File: config.mk
export PLATFORM = sky130hd
export DESIGN_NAME = cpu
export DESIGN_NICKNAME = d
export VERILOG_FILES = /design/src/hw/cpu_pkg.sv /design/src/hw/px.sv /design/src/hw/pd.sv /design/src/hw/pa.sv /design/src/hw/pr.sv /design/src/hw/cpu.sv
export SDC_FILE = /design/constraint.sdc
export NUM_CORES = 1
export LEC_CHECK = 0
export BUFFER_PORTS_ARGS = -buffer_cell sky130_fd_sc_hd__clkbuf_2
export CAP_MARGIN = 20
export CORE_UTILIZATION = 45
export CTS_BUF_LIST = sky130_fd_sc_hd__clkbuf_16
export DETAILED_ROUTE_END_ITERATION = 7
export GPL_ROUTABILITY_DRIVEN = 0
export GPL_TIMING_DRIVEN = 0
export HOLD_SLACK_MARGIN = 0.03
export PLACE_DENSITY_LB_ADDON = 0.08
export SYNTH_ARGS = -nofsm -noshare
export SYNTH_HDL_FRONTEND = slang
export SYNTH_SLANG_ARGS = --single-unit
File: constraint.sdc
create_clock -name __clk -period 15 [get_ports __clk]
set_clock_uncertainty 0.1 [all_clocks]
set_input_delay 1.5 -clock __clk [delete_from_list [all_inputs] [get_ports __clk]]
set_output_delay 1.5 -clock __clk [all_outputs]
set_load 0.02 [all_outputs]
File: src/hw/cpu_pkg.sv
// --------------------
// CPU shared definitions
// Opcodes, instruction word views and flag positions
// --------------------

package cpu_pkg;

	// Register number
	typedef logic [0:2] cpu_reg_t;

	// --------------------
	// Opcodes
	// --------------------

	// Codes missing from this list decode as illegal
	typedef enum logic [0:5] {
		OP_LW  = 6'o10,
		OP_RW  = 6'o11,
		OP_AW  = 6'o20,
		OP_SW  = 6'o21,
		OP_OR  = 6'o22,
		OP_NR  = 6'o23,
		OP_ER  = 6'o24,
		OP_LWT = 6'o40,
		OP_AWT = 6'o41,
		OP_HLT = 6'o51
	} cpu_op_t;

	// --------------------
	// Instruction word
	// --------------------

	// Two-register form
	typedef struct packed {
		logic [0:5] op;
		logic       spare;
		cpu_reg_t   a;
		cpu_reg_t   b;
		logic [0:2] unused;
	} cpu_instr_rg_t;

	// Short-argument form with signed t
	typedef struct packed {
		logic [0:5] op;
		logic       ignored;
		cpu_reg_t   a;
		logic [0:5] t;
	} cpu_instr_sh_t;

	typedef union packed {
		cpu_instr_rg_t rg;
		cpu_instr_sh_t sh;
	} cpu_instr_t;

	// --------------------
	// Flag bits in R0
	// --------------------

	localparam int FLAG_Z = 0;
	localparam int FLAG_M = 1;
	localparam int FLAG_V = 2;
	localparam int FLAG_C = 3;

endpackage

File: src/hw/px.sv
// --------------------
// PX bus sequencer
// Instruction FSM and system bus strobes
// Alarm timer on every bus cycle and halt logic
// --------------------

`timescale 1ns/1ps

module px #(
	parameter int ALARM_DLY_TICKS = 64
) (
	input  logic __clk,
	input  logic arst_n,
	input  logic start,
	input  logic stop,
	input  logic reg_op,
	input  logic mem_rd,
	input  logic mem_wr,
	input  logic halt,
	input  logic illegal,
	input  logic rok,
	input  logic ren,
	input  logic rpe,
	output logic dr,
	output logic dw,
	output logic run,
	output logic hlt_n,
	output logic awaria,
	output logic w_ir,
	output logic w_r,
	output logic w_ac,
	output logic icp1,
	output logic ic_ad,
	output logic ar_ad
);

	localparam logic [2:0] ST_STOP   = 3'd0;
	localparam logic [2:0] ST_FETCH  = 3'd1;
	localparam logic [2:0] ST_DECODE = 3'd2;
	localparam logic [2:0] ST_EXEC   = 3'd3;
	localparam logic [2:0] ST_MEM    = 3'd4;
	localparam logic [2:0] ST_HALT   = 3'd5;

	localparam int CNT_W = $clog2(ALARM_DLY_TICKS + 1);

	logic [2:0] state;
	logic strobe;
	logic reply;
	logic ok;
	logic timeout;
	logic fault;
	logic rd_cycle;
	logic [CNT_W-1:0] alarm_cnt;

	assign strobe = dr | dw;
	assign reply = rok | ren | rpe;
	assign ok = strobe & rok & ~ren & ~rpe;
	assign timeout = strobe & ~reply & (alarm_cnt == CNT_W'(ALARM_DLY_TICKS - 1));
	assign fault = (strobe & (ren | rpe)) | timeout;
	// Instruction fetch is always a read
	assign rd_cycle = (state == ST_FETCH) | mem_rd;

	// --------------------
	// Enables for PA and PR
	// --------------------

	assign w_ir = (state == ST_FETCH) & ok;
	assign icp1 = w_ir;
	assign w_ac = (state == ST_DECODE);
	assign w_r = (state == ST_EXEC) | ((state == ST_MEM) & ok & mem_rd);
	assign ic_ad = (state == ST_FETCH);
	assign ar_ad = (state == ST_MEM);

	// --------------------
	// Instruction FSM
	// --------------------

	always_ff @(posedge __clk or negedge arst_n) begin
		if (!arst_n) begin
			state <= ST_STOP;
			dr <= 1'b0;
			dw <= 1'b0;
			run <= 1'b0;
			hlt_n <= 1'b1;
		end else begin
			case (state)
			ST_STOP, ST_HALT: begin
				// A bus fault blocks restart until reset
				if (start && !awaria) begin
					state <= ST_FETCH;
					run <= 1'b1;
					hlt_n <= 1'b1;
				end
			end
			ST_FETCH, ST_MEM: begin
				if (fault) begin
					dr <= 1'b0;
					dw <= 1'b0;
					run <= 1'b0;
					state <= ST_STOP;
				end else if (ok) begin
					dr <= 1'b0;
					dw <= 1'b0;
					if (state == ST_FETCH) begin
						state <= ST_DECODE;
					end else if (stop) begin
						state <= ST_STOP;
						run <= 1'b0;
					end else begin
						state <= ST_FETCH;
					end
				end else if (!strobe && !reply) begin
					// New strobe only once the last reply is gone
					dr <= rd_cycle;
					dw <= ~rd_cycle;
				end
			end
			ST_DECODE: begin
				if (halt) begin
					state <= ST_HALT;
					run <= 1'b0;
					hlt_n <= 1'b0;
				end else if (reg_op) begin
					state <= ST_EXEC;
				end else if (mem_rd || mem_wr) begin
					state <= ST_MEM;
				end else begin
					// illegal opcode
					state <= ST_STOP;
					run <= ~illegal;
				end
			end
			ST_EXEC: begin
				if (stop) begin
					state <= ST_STOP;
					run <= 1'b0;
				end else begin
					state <= ST_FETCH;
				end
			end
			default: state <= ST_STOP;
			endcase
		end
	end

	// Reply timeout counter
	always_ff @(posedge __clk or negedge arst_n) begin
		if (!arst_n) begin
			alarm_cnt <= '0;
		end else if (!strobe) begin
			alarm_cnt <= '0;
		end else begin
			alarm_cnt <= alarm_cnt + 1'b1;
		end
	end

	// Sticky alarm
	always_ff @(posedge __clk or negedge arst_n) begin
		if (!arst_n) begin
			awaria <= 1'b0;
		end else if (fault) begin
			awaria <= 1'b1;
		end
	end

endmodule

File: src/hw/pd.sv
// --------------------
// PD instruction decoder
// Holds IR and decodes operation and register selects
// --------------------

`timescale 1ns/1ps

module pd (
	input  logic __clk,
	input  logic arst_n,
	input  logic [0:15] rdt,
	input  logic w_ir,
	output cpu_pkg::cpu_op_t ir_op,
	output cpu_pkg::cpu_reg_t ra,
	output cpu_pkg::cpu_reg_t rb,
	output logic [0:15] t,
	output logic use_t,
	output logic reg_op,
	output logic mem_rd,
	output logic mem_wr,
	output logic halt,
	output logic illegal
);

	import cpu_pkg::*;

	cpu_instr_t ir;

	// Instruction register
	always_ff @(posedge __clk or negedge arst_n) begin
		if (!arst_n) begin
			ir <= '0;
		end else if (w_ir) begin
			ir <= cpu_instr_t'(rdt);
		end
	end

	assign ir_op = cpu_op_t'(ir.rg.op);

	// --------------------
	// Instruction class
	// --------------------

	always_comb begin
		use_t = 1'b0;
		reg_op = 1'b0;
		mem_rd = 1'b0;
		mem_wr = 1'b0;
		halt = 1'b0;
		illegal = 1'b0;
		case (ir_op)
		OP_LWT, OP_AWT: begin
			use_t = 1'b1;
			reg_op = 1'b1;
		end
		OP_AW, OP_SW, OP_OR, OP_NR, OP_ER: reg_op = 1'b1;
		OP_LW: mem_rd = 1'b1;
		OP_RW: mem_wr = 1'b1;
		OP_HLT: halt = 1'b1;
		default: illegal = 1'b1;
		endcase
	end

	// Target register sits in the same bits in both views
	assign ra = ir.rg.a;
	assign rb = ir.rg.b;

	// Short argument sign extended to a full word
	assign t = {{10{ir.sh.t[0]}}, ir.sh.t};

endmodule

File: src/hw/pa.sv
// --------------------
// PA arithmetic unit
// ALU with flag logic plus IC and AR address drivers
// --------------------

`timescale 1ns/1ps

module pa (
	input  logic __clk,
	input  logic arst_n,
	input  cpu_pkg::cpu_op_t ir_op,
	input  logic [0:15] a_val,
	input  logic [0:15] b_val,
	input  logic [0:15] t,
	input  logic use_t,
	input  logic [0:3] flags_in,
	input  logic icp1,
	input  logic w_ac,
	input  logic ic_ad,
	input  logic ar_ad,
	output logic [0:15] result,
	output logic [0:3] flags_out,
	output logic [0:15] pa_dad
);

	import cpu_pkg::*;

	logic [0:15] opb;
	logic [16:0] sum;
	logic [0:15] alu;
	logic [0:3] nf;
	logic zm;
	logic [0:15] ic;
	logic [0:15] ar;

	assign opb = use_t ? t : b_val;

	// --------------------
	// ALU and flags
	// --------------------

	always_comb begin
		sum = '0;
		alu = '0;
		nf = flags_in;
		zm = 1'b0;
		case (ir_op)
		OP_LWT: alu = t;
		OP_AW, OP_AWT: begin
			sum = {1'b0, a_val} + {1'b0, opb};
			alu = sum[15:0];
			zm = 1'b1;
			nf[FLAG_V] = (a_val[0] == opb[0]) && (alu[0] != a_val[0]);
			nf[FLAG_C] = sum[16];
		end
		OP_SW: begin
			// a + ~b + 1
			sum = {1'b0, a_val} + {1'b0, ~opb} + 17'd1;
			alu = sum[15:0];
			zm = 1'b1;
			nf[FLAG_V] = (a_val[0] != opb[0]) && (alu[0] != a_val[0]);
			nf[FLAG_C] = sum[16];
		end
		OP_OR: begin
			alu = a_val | opb;
			zm = 1'b1;
		end
		OP_NR: begin
			alu = a_val & opb;
			zm = 1'b1;
		end
		OP_ER: begin
			alu = a_val ^ opb;
			zm = 1'b1;
		end
		default: nf = flags_in;
		endcase
		if (zm) begin
			nf[FLAG_Z] = (alu == 16'h0000);
			nf[FLAG_M] = alu[0];
		end
	end

	// AC, new flags and AR latched in the decode cycle
	always_ff @(posedge __clk) begin
		if (w_ac) begin
			result <= alu;
			flags_out <= nf;
			ar <= b_val;
		end
	end

	// Instruction counter
	always_ff @(posedge __clk or negedge arst_n) begin
		if (!arst_n) begin
			ic <= '0;
		end else if (icp1) begin
			ic <= ic + 16'd1;
		end
	end

	// Zero unless a source is selected
	assign pa_dad = ({16{ic_ad}} & ic) | ({16{ar_ad}} & ar);

endmodule

File: src/hw/pr.sv
// --------------------
// PR register block
// R0..R7 with R0 as flags and the panel display
// --------------------

`timescale 1ns/1ps

module pr (
	input  logic __clk,
	input  logic arst_n,
	input  logic w_r,
	input  cpu_pkg::cpu_reg_t ra,
	input  cpu_pkg::cpu_reg_t rb,
	input  cpu_pkg::cpu_reg_t rsel,
	input  logic [0:15] result,
	input  logic [0:3] flags_out,
	input  logic flag_wr,
	input  logic [0:15] rdt,
	input  cpu_pkg::cpu_op_t ir_op,
	output logic [0:15] a_val,
	output logic [0:15] b_val,
	output logic [0:15] w,
	output logic [0:15] pr_ddt,
	output logic [0:3] flags
);

	import cpu_pkg::*;

	logic [0:15] r [0:7];
	logic [0:15] wdata;

	// LW takes the word from the bus
	assign wdata = (ir_op == OP_LW) ? rdt : result;

	always_ff @(posedge __clk or negedge arst_n) begin
		if (!arst_n) begin
			for (int i = 0; i < 8; i++) begin
				r[i] <= '0;
			end
		end else begin
			if (w_r) begin
				r[ra] <= wdata;
			end
			// Target R0 overwrites the whole flag word instead
			if (flag_wr && ra != 3'd0) begin
				r[0][FLAG_Z:FLAG_C] <= flags_out;
			end
		end
	end

	assign a_val = r[ra];
	assign b_val = r[rb];
	assign flags = r[0][FLAG_Z:FLAG_C];

	// Panel display
	assign w = r[rsel];

	// Data bus driver for RW
	assign pr_ddt = (ir_op == OP_RW) ? a_val : 16'h0000;

endmodule

File: src/hw/cpu.sv
// --------------------
// CPU top level
// Connects PX PD PA PR and composes the bus outputs
// --------------------

`timescale 1ns/1ps

module cpu #(
	parameter int ALARM_DLY_TICKS = 64
) (
	input  logic __clk,
	input  logic arst_n,
	input  logic start,
	input  logic stop,
	input  cpu_pkg::cpu_reg_t rsel,
	input  logic rok,
	input  logic ren,
	input  logic rpe,
	input  logic [0:15] rdt,
	output logic dr,
	output logic dw,
	output logic [0:15] dad,
	output logic [0:15] ddt,
	output logic [0:15] w,
	output logic run,
	output logic hlt_n,
	output logic awaria
);

	import cpu_pkg::*;

	// Decoder outputs
	cpu_op_t ir_op;
	cpu_reg_t ra;
	cpu_reg_t rb;
	logic [0:15] t;
	logic use_t, reg_op, mem_rd, mem_wr, halt, illegal;

	// Sequencer enables
	logic w_ir, w_r, w_ac, icp1, ic_ad, ar_ad;

	// Data paths
	logic [0:15] a_val, b_val, result;
	logic [0:15] pa_dad, pr_ddt;
	logic [0:3] flags, flags_out;

	// --------------------
	// Open-collector bus composition
	// --------------------

	// PA is the only address driver and PR the only data driver
	assign dad = pa_dad;
	assign ddt = pr_ddt;

	px #(
		.ALARM_DLY_TICKS(ALARM_DLY_TICKS)
	) PX (
		.__clk(__clk),
		.arst_n(arst_n),
		.start(start),
		.stop(stop),
		.reg_op(reg_op),
		.mem_rd(mem_rd),
		.mem_wr(mem_wr),
		.halt(halt),
		.illegal(illegal),
		.rok(rok),
		.ren(ren),
		.rpe(rpe),
		.dr(dr),
		.dw(dw),
		.run(run),
		.hlt_n(hlt_n),
		.awaria(awaria),
		.w_ir(w_ir),
		.w_r(w_r),
		.w_ac(w_ac),
		.icp1(icp1),
		.ic_ad(ic_ad),
		.ar_ad(ar_ad)
	);

	pd PD (
		.__clk(__clk),
		.arst_n(arst_n),
		.rdt(rdt),
		.w_ir(w_ir),
		.ir_op(ir_op),
		.ra(ra),
		.rb(rb),
		.t(t),
		.use_t(use_t),
		.reg_op(reg_op),
		.mem_rd(mem_rd),
		.mem_wr(mem_wr),
		.halt(halt),
		.illegal(illegal)
	);

	pa PA (
		.__clk(__clk),
		.arst_n(arst_n),
		.ir_op(ir_op),
		.a_val(a_val),
		.b_val(b_val),
		.t(t),
		.use_t(use_t),
		.flags_in(flags),
		.icp1(icp1),
		.w_ac(w_ac),
		.ic_ad(ic_ad),
		.ar_ad(ar_ad),
		.result(result),
		.flags_out(flags_out),
		.pa_dad(pa_dad)
	);

	// Flags follow every register write
	pr PR (
		.__clk(__clk),
		.arst_n(arst_n),
		.w_r(w_r),
		.ra(ra),
		.rb(rb),
		.rsel(rsel),
		.result(result),
		.flags_out(flags_out),
		.flag_wr(w_r),
		.rdt(rdt),
		.ir_op(ir_op),
		.a_val(a_val),
		.b_val(b_val),
		.w(w),
		.pr_ddt(pr_ddt),
		.flags(flags)
	);

endmodule

==> results.md <==
- Psw: roughly 1.9 mW
- Clock power frac: ~17%
- Global-route wire length before repair: between 70,000 and 80,000 um
- Clock Path Buffers: 3
- Main synth FF type: dfrtp_1
- Detailed Place HPWL: around 36,000 um
- Clock-pin slew on the worst setup and hold paths: ~60 ps
- Setup Total Neg Slack: 0 ps
- CTS tree: built
- RR Startpoint: PD.ir[3]$_DFFE_PN0P_
- Port buffer count: 76
- R2R depth: 17
- R2r setup slk: between 9000 and 10,000 ps
- Sequential power share: 21.6%
- Routed WL: between 40,000 and 50,000 um
- Number of enable flip-flop cells after synthesis: 36
- Vias in the first global route: 11,600
- Yosys reg bits: between 200 and 250
- Final number of hold-violating endpoints: 0
- Hold Crit Class: reg2reg
- Crit path launch type: flop
- # DRC: 0
- Seq/Total Area, Yosys: 40.2%
- Post-route cell area: between 15,000 and 20,000 sq um
- Layout Utilization: 51.9%
- Combinational Power Share: between 60% and 70%
- Post-Synthesis Cells: approximately 1,400
- Status: complete, no violations
- Initial core utilization: 45.6%
- Max Slew Vio Count: 0
- Peak supply drop: about 0.12 mV
- CP Capture Type: flop
- Crit path from: PD.ir[3]$_DFFE_PN0P_
- Overall Global Routing Usage: roughly 32%
- Avg Cell Area, Syn: approximately 9.6 sq um
- TritonCTS Sinks: 210
- Required time worst endpoint: 15,200 ps
- Final Worst Setup Slack: about 9000 ps
- Core Area: 29,600 sq um
- RSZ-0062 raised after global routing: false
- Top cells by area, synth: dfrtp_1 32%, mux4_2 11%, edfxtp_1 8.0%
- Int Power: a little under 2 mW
- Chip height: about 180 um
- P&R area growth vs syn: 13.6%
- Synth cell count leaders: 173 x dfrtp_1, 161 x nand2_1, 149 x nor2_1, 125 x a21oi_1, 99 x o21ai_0
- Cts repair resizes: 0
- Hold Startpoint: PX.alarm_cnt[0]$_DFF_PN0_
- Worst-Margin Slew: slightly above 1000 ps
- Post-Syn Area: 13,500 sq um
- Largest net degree at the start of global routing: ~100
- R2r endpoint: PA.flags_out[0]$_DFFE_PP_
- Layout cells sized above 1: between 10% and 20%
- DR vias/cell: 6.31
- Post-DRT Antenna Nets: 0
- Worst-path fanout max: 9
- CTS Buf Count: 27
- Grt total ovfl: 0
- Filler Cell Count: approximately 2,800
- Initial antenna violation count: 2
- Rows: 63
- Vias: ~12,000
- Die W: between 150 and 200 um
- Post-place instance area: between 10,000 and 15,000 sq um
- Max_cap viols: 0
- Crit path kind: reg2reg
- Hold endpoint: PX.alarm_cnt[0]$_DFF_PN0_
- CP Data Arrival Time: between 6000 and 7000 ps
- P_leak: 6.84 nW
- Most frequent cell after synthesis: dfrtp_1
- CTS Hold Buffers Added: 0
- YS warnings: 0
- 1st-pass router iterations: 5
- Setup-failing EPs final: 0
- Htree depth: 1
- Clock Latency Late Sink: about 560 ps
- Post-synthesis net count: 1,484
- Hold Path Stages: 1
- Fmax: between 150 and 200 MHz
- Dpl ws: 8770 ps
- Final min period: roughly 6000 ps
- Post-DR wirelength/cell: approximately 26 um
- Worst slew margin: between 20 and 30%
- Post-synth top area share: 32.0%
- Final worst-path cycle share: between 30% and 40%
- Setup repair bufs after CTS: 0
- DR iter-0 viols: between 1,000 and 1,500
- Area leader, netlist: dfrtp_1
- Cell area power density: roughly 250 nW/um^2
- Distinct cells, synth: 82
- CTS root buf: clkbuf_16
- Switching Fraction: between 40 and 50%
- Io pins: 79
- Nets: roughly 1,600
- Async set-reset flop share out of synthesis: around 83%
- Die area: a little over 30,000 sq um
-- kinds of logic after synthesis --
logic type / share of synthesized area (%)
mux: 15.2
flops: 40.2
simple gates: 14.9
buf+inv: 4.21
fa+ha+maj: 5.20
compound gates: 18.8
xor+xnor: 1.49
-- power groups by stage --
| stage | Combinational, mW | Clock [mW] | Sequential [mW] |
|---|---|---|---|
| after CTS | 2.36 | 0.650 | 0.839 |
| after global placement | 2.30 | 0 | 0.848 |
| final | 2.42 | 0.644 | 0.842 |
| after global routing | 2.62 | 0.674 | 0.859 |
| after detailed placement | 2.34 | 0 | 0.849 |
| after floorplan | 1.68 | 0 | 0.820 |
-- stage by stage --
stage | hold slack [ps] | instances | power [mW]
3_3_place_gp | 352 | 1869 | 3.15
4_1_cts | 373 | 1921 | 3.85
5_1_grt | 401 | 1923 | 4.15
6_report | 365 | 1924 | 3.90
3_5_place_dp | 366 | 1871 | 3.19
2_1_floorplan | 333 | 1403 | 2.50
-- flip-flops by register name, summed over array words and instances (netlist names), 3 cells and up --
signal,flops
PX.alarm_cnt,7
PR.flags,4
PD.ir,15
PR.r,124
PA.ic,16
PA.result,16
PA.flags_out,4
PX.state,3
PA.ar,16
-- critical path, cell delays in order (launching register included) --
cell,delay (ps)
dfrtp_1,320
clkbuf_1,580
buf_1,520
buf_6,230
mux4_2,520
mux2_2,370
o21ai_0,350
ha_1,180
clkbuf_1,320
and3_1,280
nand2_1,60
a21oi_1,350
o2111ai_1,310
a221o_1,400
a221oi_1,280
a211o_1,240
nor3_1,100
a21bo_1,220
-- placed cells by master (no fill, tap or decap), types with 5 or more instances in the layout --
| cell type | n |
|---|---|
| o21ai_0 | 99 |
| nand2_1 | 161 |
| edfxtp_1 | 36 |
| nand2b_1 | 14 |
| buf_2 | 5 |
| nor2_1 | 148 |
| mux4_2 | 64 |
| nor3_1 | 14 |
| a22oi_1 | 18 |
| nand3_1 | 14 |
| o22ai_1 | 56 |
| a21oi_1 | 125 |
| clkinv_2 | 10 |
| or4_1 | 16 |
| mux2i_1 | 24 |
| o21a_1 | 5 |
| a22o_1 | 17 |
| clkbuf_2 | 75 |
| clkbuf_1 | 78 |
| a31oi_1 | 10 |
| nor2b_1 | 10 |
| buf_1 | 12 |
| clkbuf_16 | 28 |
| nand4_1 | 9 |
| ha_1 | 53 |
| and3_1 | 5 |
| or2_2 | 5 |
| inv_1 | 52 |
| or3_1 | 11 |
| dfrtp_1 | 173 |
| and2_1 | 5 |
| a21o_1 | 9 |
| a211oi_1 | 8 |
| a211o_1 | 6 |
| mux2_2 | 33 |
| xnor2_1 | 18 |
| xor2_1 | 5 |
| nor3b_1 | 6 |
-- how the worst max path moves through the flow --
stage                                      to
global route        PA.flags_out[0]$_DFFE_PP_
detailed placement  PA.flags_out[0]$_DFFE_PP_
finish              PA.flags_out[0]$_DFFE_PP_
global placement    PA.flags_out[0]$_DFFE_PP_
CTS                 PA.flags_out[0]$_DFFE_PP_
floorplan           PA.flags_out[1]$_DFFE_PP_
-- cell type report --
class | instances | area [sq um] | share of cell area [%]
multi-input cells | 1047 | 7530 | 49.0
flip-flops and latches | 210 | 5440 | 35.4
clock buffers | 28 | 701 | 4.56
well taps | 390 | 488 | 3.17
repair buffers | 80 | 470 | 3.06
plain buffers | 97 | 385 | 2.51
inverters | 49 | 184 | 1.20
clock inverters | 22 | 176 | 1.15
diodes | 1 | 2.50 | 0.0163
-- metal layers --
layer | wire, um | track usage, %
met1 | 20600 | 44.6
met2 | 22000 | 49.5
met3 | 4630 | 7.42
met4 | 2030 | 12.9
met5 | 0 | 0
Note: power is estimated with default switching activity, not from simulation.
